[src/hdl/cnn_pkg.sv]
`default_nettype none

package cnn_pkg;

  // Pixel and weight words are signed two's complement
  localparam int WORD_WIDTH  = 8;
  localparam int ACC_WIDTH   = 24;
  localparam int OUT_WIDTH   = 16;
  localparam int CIN_MAX     = 16;
  localparam int LRELU_SHIFT = 3;

  // Channel count field holds 1 to CIN_MAX inclusive
  localparam int CIN_BITS = $clog2(CIN_MAX + 1);

  // Width of a channel index for a bank of n entries
  function automatic int idx_bits(input int n);
    return (n > 1) ? $clog2(n) : 1;
  endfunction

  typedef enum logic [1:0] {
    ST_IDLE,
    ST_LOAD,
    ST_RUN
  } layer_state_t;

  typedef enum logic {
    MODE_PLAIN,
    MODE_MAXPOOL
  } pool_mode_t;

  typedef struct packed {
    logic [CIN_BITS-1:0] cin;
    pool_mode_t          mode;
  } layer_cfg_t;

  typedef struct packed {
    logic signed [WORD_WIDTH-1:0] data;
    logic                         last;
  } word_beat_t;

  typedef struct packed {
    logic signed [OUT_WIDTH-1:0] data;
    logic                        last;
  } out_beat_t;

endpackage

`default_nettype wire

[src/hdl/layer_fsm.sv]
`timescale 1ns/1ps
`default_nettype none

module layer_fsm (
  input  logic                  aclk,
  input  logic                  i_rst_n,
  input  logic                  i_start,
  input  cnn_pkg::layer_cfg_t   i_cfg,
  input  logic                  i_ch_last,
  input  logic                  i_w_fire,
  input  logic                  i_out_done,
  output cnn_pkg::layer_state_t o_state,
  output cnn_pkg::layer_cfg_t   o_cfg,
  output logic                  o_busy
);
  import cnn_pkg::*;

  layer_state_t state_q;
  layer_state_t state_d;
  layer_cfg_t   cfg_q;

  always_comb begin
    state_d = state_q;
    case (state_q)
      ST_IDLE: begin
        if (i_start) begin
          state_d = ST_LOAD;
        end
      end
      ST_LOAD: begin
        // The weight on the last channel completes the bank
        if (i_w_fire && i_ch_last) begin
          state_d = ST_RUN;
        end
      end
      ST_RUN: begin
        if (i_out_done) begin
          state_d = ST_IDLE;
        end
      end
      default: begin
        state_d = ST_IDLE;
      end
    endcase
  end

  always_ff @(posedge aclk or negedge i_rst_n) begin
    if (!i_rst_n) begin
      state_q <= ST_IDLE;
    end else begin
      state_q <= state_d;
    end
  end

  // Configuration is only taken while idle so a running layer keeps its setup
  always_ff @(posedge aclk or negedge i_rst_n) begin
    if (!i_rst_n) begin
      cfg_q.cin  <= CIN_BITS'(1);
      cfg_q.mode <= MODE_PLAIN;
    end else if (state_q == ST_IDLE && i_start) begin
      cfg_q <= i_cfg;
    end
  end

  assign o_state = state_q;
  assign o_cfg   = cfg_q;
  assign o_busy  = (state_q != ST_IDLE);

endmodule

`default_nettype wire

[src/hdl/channel_counter.sv]
`timescale 1ns/1ps
`default_nettype none

module channel_counter #(
  parameter  int CIN_MAX_P = cnn_pkg::CIN_MAX,
  localparam int IDX_W     = cnn_pkg::idx_bits(CIN_MAX_P)
) (
  input  logic                         aclk,
  input  logic                         i_rst_n,
  input  cnn_pkg::layer_state_t        i_state,
  input  logic [cnn_pkg::CIN_BITS-1:0] i_cin,
  input  logic                         i_step,
  output logic [IDX_W-1:0]             o_ch_idx,
  output logic                         o_ch_last
);
  import cnn_pkg::*;

  logic [IDX_W-1:0] idx_q;
  layer_state_t     state_q;
  logic             state_change;

  // The last channel is cin-1, and the same flag ends a weight load and a pixel
  assign o_ch_last = ((CIN_BITS'(idx_q) + 1'b1) == i_cin);

  assign state_change = (i_state != state_q);

  always_ff @(posedge aclk or negedge i_rst_n) begin
    if (!i_rst_n) begin
      state_q <= ST_IDLE;
    end else begin
      state_q <= i_state;
    end
  end

  // A beat taken in the first cycle of a new state still counts because the step
  // wins over the clear
  always_ff @(posedge aclk or negedge i_rst_n) begin
    if (!i_rst_n) begin
      idx_q <= '0;
    end else if (i_state == ST_IDLE) begin
      idx_q <= '0;
    end else if (i_step) begin
      if (o_ch_last) begin
        idx_q <= '0;
      end else begin
        idx_q <= idx_q + 1'b1;
      end
    end else if (state_change) begin
      idx_q <= '0;
    end
  end

  assign o_ch_idx = idx_q;

endmodule

`default_nettype wire

[src/hdl/weight_bank.sv]
`timescale 1ns/1ps
`default_nettype none

module weight_bank #(
  parameter  int CIN_MAX_P = cnn_pkg::CIN_MAX,
  localparam int IDX_W     = cnn_pkg::idx_bits(CIN_MAX_P)
) (
  input  logic                                aclk,
  input  logic                                i_rst_n,
  input  logic                                i_we,
  input  logic [IDX_W-1:0]                    i_addr,
  input  logic signed [cnn_pkg::WORD_WIDTH-1:0] i_wdata,
  output logic signed [cnn_pkg::WORD_WIDTH-1:0] o_rdata
);
  import cnn_pkg::*;

  logic signed [WORD_WIDTH-1:0] bank_q [CIN_MAX_P];

  always_ff @(posedge aclk or negedge i_rst_n) begin
    if (!i_rst_n) begin
      for (int i = 0; i < CIN_MAX_P; i++) begin
        bank_q[i] <= '0;
      end
    end else if (i_we) begin
      bank_q[i_addr] <= i_wdata;
    end
  end

  // Read port follows the channel index of the pixel in the same cycle
  assign o_rdata = bank_q[i_addr];

endmodule

`default_nettype wire

[src/hdl/mac_unit.sv]
`timescale 1ns/1ps
`default_nettype none

module mac_unit (
  input  logic                                 aclk,
  input  logic                                 i_rst_n,
  input  logic                                 i_fire,
  input  cnn_pkg::word_beat_t                  i_px,
  input  logic signed [cnn_pkg::WORD_WIDTH-1:0] i_weight,
  input  logic                                 i_ch_first,
  input  logic                                 i_ch_last,
  input  logic                                 i_stall,
  output logic                                 o_acc_valid,
  output logic signed [cnn_pkg::ACC_WIDTH-1:0] o_acc,
  output logic                                 o_acc_last
);
  import cnn_pkg::*;

  localparam int PROD_WIDTH = 2 * WORD_WIDTH;

  logic signed [PROD_WIDTH-1:0] prod;
  logic signed [ACC_WIDTH-1:0]  prod_ext;
  logic signed [ACC_WIDTH-1:0]  base;
  logic signed [ACC_WIDTH-1:0]  sum;
  logic signed [ACC_WIDTH-1:0]  acc_q;

  assign prod     = i_px.data * i_weight;
  assign prod_ext = {{(ACC_WIDTH - PROD_WIDTH){prod[PROD_WIDTH-1]}}, prod};

  // First channel starts a fresh sum instead of clearing the register a cycle early
  assign base = i_ch_first ? '0 : acc_q;
  assign sum  = base + prod_ext;

  always_ff @(posedge aclk) begin
    if (i_fire) begin
      acc_q <= sum;
    end
  end

  // Separate result register so the next pixel can accumulate behind it
  always_ff @(posedge aclk) begin
    if (i_fire && i_ch_last) begin
      o_acc      <= sum;
      o_acc_last <= i_px.last;
    end
  end

  // Held while stalled until the activation stage takes it
  always_ff @(posedge aclk or negedge i_rst_n) begin
    if (!i_rst_n) begin
      o_acc_valid <= 1'b0;
    end else if (!i_stall) begin
      o_acc_valid <= i_fire && i_ch_last;
    end
  end

endmodule

`default_nettype wire

[src/hdl/lrelu_maxpool.sv]
`timescale 1ns/1ps
`default_nettype none

module lrelu_maxpool #(
  parameter int LRELU_SHIFT_P = cnn_pkg::LRELU_SHIFT
) (
  input  logic                                 aclk,
  input  logic                                 i_rst_n,
  input  cnn_pkg::pool_mode_t                  i_mode,
  input  logic                                 i_acc_valid,
  input  logic signed [cnn_pkg::ACC_WIDTH-1:0] i_acc,
  input  logic                                 i_acc_last,
  input  logic                                 i_m_ready,
  output logic                                 o_m_valid,
  output cnn_pkg::out_beat_t                   o_m_beat,
  output logic                                 o_stall,
  output logic                                 o_done
);
  import cnn_pkg::*;

  localparam logic signed [ACC_WIDTH-1:0] SAT_MAX =
    {{(ACC_WIDTH - OUT_WIDTH + 1){1'b0}}, {(OUT_WIDTH - 1){1'b1}}};
  localparam logic signed [ACC_WIDTH-1:0] SAT_MIN = ~SAT_MAX;

  logic signed [ACC_WIDTH-1:0] leaky;
  logic signed [OUT_WIDTH-1:0] act;
  logic signed [OUT_WIDTH-1:0] first_q;
  logic signed [OUT_WIDTH-1:0] pair_max;
  logic                        have_first;
  logic                        pooling;
  logic                        take;
  logic                        emit;

  // Negative slope is alpha = 2^-LRELU_SHIFT_P
  always_comb begin
    leaky = i_acc[ACC_WIDTH-1] ? (i_acc >>> LRELU_SHIFT_P) : i_acc;
    if (leaky > SAT_MAX) begin
      act = SAT_MAX[OUT_WIDTH-1:0];
    end else if (leaky < SAT_MIN) begin
      act = SAT_MIN[OUT_WIDTH-1:0];
    end else begin
      act = leaky[OUT_WIDTH-1:0];
    end
  end

  assign pair_max = (first_q > act) ? first_q : act;
  assign pooling  = (i_mode == MODE_MAXPOOL);

  // A full output register that is not being drained blocks the whole chain
  assign o_stall = o_m_valid && !i_m_ready;
  assign take    = i_acc_valid && !o_stall;

  // Pool mode emits on the second of a pair, or on a lone final result
  assign emit = take && (!pooling || have_first || i_acc_last);

  assign o_done = o_m_valid && i_m_ready && o_m_beat.last;

  always_ff @(posedge aclk or negedge i_rst_n) begin
    if (!i_rst_n) begin
      o_m_valid  <= 1'b0;
      have_first <= 1'b0;
    end else begin
      if (emit) begin
        o_m_valid <= 1'b1;
      end else if (i_m_ready) begin
        o_m_valid <= 1'b0;
      end
      if (take && pooling) begin
        have_first <= !have_first && !i_acc_last;
      end
    end
  end

  always_ff @(posedge aclk) begin
    if (take && !emit) begin
      first_q <= act;
    end
    if (emit) begin
      o_m_beat.data <= (pooling && have_first) ? pair_max : act;
      o_m_beat.last <= i_acc_last;
    end
  end

endmodule

`default_nettype wire

[src/hdl/conv_layer_top.sv]
`timescale 1ns/1ps
`default_nettype none

module conv_layer_top #(
  parameter int CIN_MAX_P     = cnn_pkg::CIN_MAX,
  parameter int LRELU_SHIFT_P = cnn_pkg::LRELU_SHIFT
) (
  input  logic                aclk,
  input  logic                i_rst_n,

  input  logic                i_w_valid,
  output logic                o_w_ready,
  input  cnn_pkg::word_beat_t i_w_beat,

  input  logic                i_px_valid,
  output logic                o_px_ready,
  input  cnn_pkg::word_beat_t i_px_beat,

  output logic                o_m_valid,
  input  logic                i_m_ready,
  output cnn_pkg::out_beat_t  o_m_beat,

  input  logic                i_start,
  input  cnn_pkg::layer_cfg_t i_cfg,
  output logic                o_busy
);
  import cnn_pkg::*;

  localparam int IDX_W = idx_bits(CIN_MAX_P);

  layer_state_t                state;
  layer_cfg_t                  cfg;
  logic [IDX_W-1:0]            ch_idx;
  logic                        ch_last;
  logic                        ch_first;
  logic                        w_fire;
  logic                        px_fire;
  logic                        stall;
  logic                        out_done;
  logic signed [WORD_WIDTH-1:0] weight;
  logic                        acc_valid;
  logic signed [ACC_WIDTH-1:0] acc;
  logic                        acc_last;

  assign o_w_ready  = (state == ST_LOAD);
  assign o_px_ready = (state == ST_RUN) && !stall;

  assign w_fire   = i_w_valid && o_w_ready;
  assign px_fire  = i_px_valid && o_px_ready;
  assign ch_first = (ch_idx == '0);

  layer_fsm u_fsm (
    .aclk       (aclk),
    .i_rst_n    (i_rst_n),
    .i_start    (i_start),
    .i_cfg      (i_cfg),
    .i_ch_last  (ch_last),
    .i_w_fire   (w_fire),
    .i_out_done (out_done),
    .o_state    (state),
    .o_cfg      (cfg),
    .o_busy     (o_busy)
  );

  // Weights and pixels share one index, since the two streams never overlap
  channel_counter #(
    .CIN_MAX_P (CIN_MAX_P)
  ) u_counter (
    .aclk      (aclk),
    .i_rst_n   (i_rst_n),
    .i_state   (state),
    .i_cin     (cfg.cin),
    .i_step    (w_fire || px_fire),
    .o_ch_idx  (ch_idx),
    .o_ch_last (ch_last)
  );

  weight_bank #(
    .CIN_MAX_P (CIN_MAX_P)
  ) u_weights (
    .aclk    (aclk),
    .i_rst_n (i_rst_n),
    .i_we    (w_fire),
    .i_addr  (ch_idx),
    .i_wdata (i_w_beat.data),
    .o_rdata (weight)
  );

  mac_unit u_mac (
    .aclk        (aclk),
    .i_rst_n     (i_rst_n),
    .i_fire      (px_fire),
    .i_px        (i_px_beat),
    .i_weight    (weight),
    .i_ch_first  (ch_first),
    .i_ch_last   (ch_last),
    .i_stall     (stall),
    .o_acc_valid (acc_valid),
    .o_acc       (acc),
    .o_acc_last  (acc_last)
  );

  lrelu_maxpool #(
    .LRELU_SHIFT_P (LRELU_SHIFT_P)
  ) u_act (
    .aclk        (aclk),
    .i_rst_n     (i_rst_n),
    .i_mode      (cfg.mode),
    .i_acc_valid (acc_valid),
    .i_acc       (acc),
    .i_acc_last  (acc_last),
    .i_m_ready   (i_m_ready),
    .o_m_valid   (o_m_valid),
    .o_m_beat    (o_m_beat),
    .o_stall     (stall),
    .o_done      (out_done)
  );

endmodule

`default_nettype wire

[config.mk]
export PLATFORM = sky130hd
export DESIGN_NAME = conv_layer_top
export DESIGN_NICKNAME = d
export VERILOG_FILES = /design/src/hdl/cnn_pkg.sv /design/src/hdl/layer_fsm.sv /design/src/hdl/channel_counter.sv /design/src/hdl/weight_bank.sv /design/src/hdl/mac_unit.sv /design/src/hdl/lrelu_maxpool.sv /design/src/hdl/conv_layer_top.sv
export SDC_FILE = /design/constraint.sdc
export NUM_CORES = 1
export LEC_CHECK = 0
export BUFFER_PORTS_ARGS = -buffer_cell sky130_fd_sc_hd__clkbuf_2
export CAP_MARGIN = 20
export CORE_ASPECT_RATIO = 1.25
export CORE_MARGIN = 4
export CORE_UTILIZATION = 60
export CTS_CLUSTER_SIZE = 10
export DETAILED_ROUTE_END_ITERATION = 12
export PLACE_DENSITY = 0.78
export SYNTH_ARGS = -nofsm -noshare
export SYNTH_HDL_FRONTEND = slang
export SYNTH_SLANG_ARGS = --single-unit
export TNS_END_PERCENT = 10
[constraint.sdc]
create_clock -name aclk -period 10.3 [get_ports aclk]
set_input_delay 0.515 -clock aclk [delete_from_list [all_inputs] [get_ports aclk]]
set_output_delay 0.515 -clock aclk [all_outputs]
set_load 0.03 [all_outputs]
==> metrics.txt <==
crit path capture type=flip-flop; WP data arrival=about 8 ns; Primary FF master, synth=dfrtp_1; Routed Antenna Nets=0; die area=26,200 sq um; GPL Wtd Cong=0.855; RR Endpoint=u_mac.o_acc[20]$_DFFE_PP_; # clock sinks=227; crit start category=flip-flop; global route overflow=0; Initial Util=0.615; Area Overhead vs Synth=9.06%; overall routing resource usage=0.214; Num CTS Buffers=27; Netlist Area Pre-Place=14,200 sq um; Synth area leaders=dfrtp_1 25%, edfxtp_1 17%, fa_1 15%; CP required=10.56 ns; antenna violations before repair=0; Layout fillers=1,634; Final nets=between 1,000 and 1,500; CTS Root Buffer Type=clkbuf_16; most frequent CP cell=fa_1; Final min period=approximately 7.6 ns; core outline area=~23,000 sq um; worst flop-to-flop path startpoint=u_counter.o_ch_idx[0]$_DFFE_PN0P_; DIE HEIGHT=~180 microns; DRT Wirelength=roughly 27 mm; post-synthesis sequential area ratio=0.429; DRC Markers=0; fmax=132 MHz; RSZ-0062 raised after global routing=no; Post-synth EDFFs=82; CP top delay family=adder cells; PostCTS Resize Cnt=0; DP Wirelength=roughly 21 mm; via count=8,289; Max Slew Vio Count=0; final setup violation count=0; synth warn=0; Clock Pin Slew Worst Setup and Hold Paths=0.06 ns; Buffers & Inverters on Critical Path=3; Synth Instances=1,043; Antenna diodes=0; post-DR wirelength/cell=between 15 and 20 microns; Max Cap Viol=0; Initial DRT Pass Iterations=4; FF+latch count, synth=227; ys async rst share=0.639; IO Pins=51; Via density=5.91; most used cells in the layout excluding fill and tap cells=151 x mux2_2, 143 x dfrtp_1, 104 x fa_1, 83 x inv_1, 82 x edfxtp_1; Worst Path Max Fanout=24; Hold Path Depth=1; CP max stage delay=0.83 ns; hold endpoint=u_mac.o_acc_last$_DFFE_PP_; CP Class=reg -> reg; Synth area leader=dfrtp_1; Rows=62; Layout Skew=0.0165 ns; final worst path period share=0.737; Slew @ Worst Pin=0.998 ns; largest net degree at the start of global routing=81; Final Hold Violating Endpoints=0; Avg Synthesized Cell Area=13.6 sq um; Fin Setup TNS=0 ns; R2R depth=18; Initial DRC Count=362; CP Cell Sequence=buf_4 > mux4_2 > mux4_2 > and2_1 > fa_1 > inv_1 > fa_1 > fa_1 > inv_1 > fa_1 > ha_1 > ha_1 > and4_1 > a21o_1 > or3_1 > o221a_2 > o41ai_2 > xnor2_1; Netlist cell types=59; Clock Latency Late Sink=about 0.52 ns; H-tree levels=1; status=complete, no violations; Synth top area share=0.254; Worst Hold Class=in -> reg; HP Start=i_px_beat[0]; CTS tree=done; first-pass GRT wire length=roughly 46 mm; syn nets=1,251; # port buffers=approximately 50; Die W=146 microns; reg2reg setup slack=roughly 2.7 ns; layout cells sized above 1=0.265; CTS max path bufs=3; vias in the first global route=around 9,200; CP max stage cell=dfrtp_2; most common cell after layout, fill and taps aside=mux2_2; Slew HR=0.335
## worst max-delay path by stage
stage	from	endpoint	cells past startpoint
finish	u_counter.o_ch_idx[0]$_DFFE_PN0P_	u_mac.o_acc[20]$_DFFE_PP_	18
global placement	u_counter.o_ch_idx[0]$_DFFE_PN0P_	u_mac.acc_q[20]$_DFFE_PP_	18
floorplan	u_counter.o_ch_idx[0]$_DFFE_PN0P_	u_mac.acc_q[20]$_DFFE_PP_	19
global route	u_counter.o_ch_idx[0]$_DFFE_PN0P_	u_mac.o_acc[20]$_DFFE_PP_	18
CTS	u_counter.o_ch_idx[0]$_DFFE_PN0P_	u_mac.acc_q[20]$_DFFE_PP_	18
detailed placement	u_counter.o_ch_idx[0]$_DFFE_PN0P_	u_mac.acc_q[20]$_DFFE_PP_	18
## registers in the layout (all words and copies together), names as in the netlist
name / cells
u_weights.bank_q: 128
u_mac.acc_q: 24
u_mac.o_acc: 24
u_act.o_m_beat: 17
u_act.first_q: 16
u_fsm.o_cfg: 6
u_counter.o_ch_idx: 4
u_counter.state_q: 2
u_fsm.o_state: 2
u_act.have_first: 1
u_act.o_m_valid: 1
u_mac.o_acc_last: 1
u_mac.o_acc_valid: 1
## worst reg2reg max path: cells and delay by family, from the launching register on
| kind | cells | cell delay [ns] |
|---|---|---|
| AOI/OAI and AO/OA | 3 | 0.71 |
| xor gates and xnor gates | 1 | 0.13 |
| adders and majority gates | 6 | 2.81 |
| buffers and inverters | 3 | 0.90 |
| DFF | 1 | 0.83 |
| muxes | 2 | 1.14 |
| and+or+nand+nor | 3 | 0.81 |
## synthesized netlist by cell type, types with 3 or more instances
| library cell | number |
|---|---|
| xor2_1 | 8 |
| nand4_1 | 5 |
| a211oi_1 | 5 |
| mux2_2 | 151 |
| a21o_1 | 9 |
| nand2_1 | 48 |
| edfxtp_1 | 82 |
| a31oi_1 | 4 |
| nand2b_1 | 5 |
| inv_1 | 83 |
| nor2_2 | 12 |
| buf_6 | 3 |
| mux2i_1 | 16 |
| xnor2_1 | 20 |
| ha_1 | 74 |
| nor2b_1 | 3 |
| fa_1 | 104 |
| mux4_1 | 7 |
| and2_1 | 64 |
| o21ai_0 | 33 |
| dfrtp_1 | 144 |
| a21oi_1 | 19 |
| nor3_1 | 4 |
| nor2_1 | 24 |
| clkbuf_1 | 16 |
| nand3_1 | 13 |
| or4_1 | 3 |
| mux4_2 | 32 |
| buf_2 | 10 |
## cell type report
type                    count  area, sq um  area share
multi-input cells         700         7650       0.494
flip-flops and latches    227         6090       0.393
clock buffers              42          742      0.0479
well taps                 288          360      0.0233
repair buffers             58          322      0.0207
inverters                  85          319      0.0206
clock inverters             2         13.8    0.000888
## stage by stage
| stage | cell area [sq um] | util | instances | hold WS, ns | setup WS, ns |
|---|---|---|---|---|---|
| final | 15500 | 0.670 | 1402 | 0.171 | 2.70 |
| after global routing | 15500 | 0.670 | 1402 | 0.153 | 2.37 |
| after CTS | 15500 | 0.670 | 1402 | 0.156 | 2.65 |
| after detailed placement | 14700 | 0.637 | 1357 | 0.445 | 2.67 |
| after global placement | 14700 | 0.637 | 1357 | 0.442 | 2.75 |
| after floorplan | 14200 | - | 1043 | 0.219 | 3.66 |
## repair_timing
item                      in CTS  in global routing
hold buffers                   1                  0
hold endpoints to repair      44                  0
setup buffers                  0                  0
## metal layers
metal,vias to the layer above,global-route usage,routed length [microns]
met3,58,0.0244,733
met5,-,0,0
met1,4311,0.259,10800
met4,0,0.0677,821
met2,129,0.401,15100
li1,3791,-,-
## cells by family (layout without fill, tap and decap cells)
kind of cell | count (synthesis) | after routing | synth area share
adders and majority gates | 178 | 178 | 0.212
AOI/OAI and AO/OA | 92 | 92 | 0.0406
DFF | 227 | 227 | 0.429
and+or+nand+nor | 196 | 196 | 0.0736
xor gates and xnor gates | 28 | 28 | 0.0173
buffers and inverters | 116 | 187 | 0.0336
muxes | 206 | 206 | 0.195
Power is left out: the tool's default activity adds up to more than one toggle a clock period on the data nets, which glitch-free logic cannot reach.
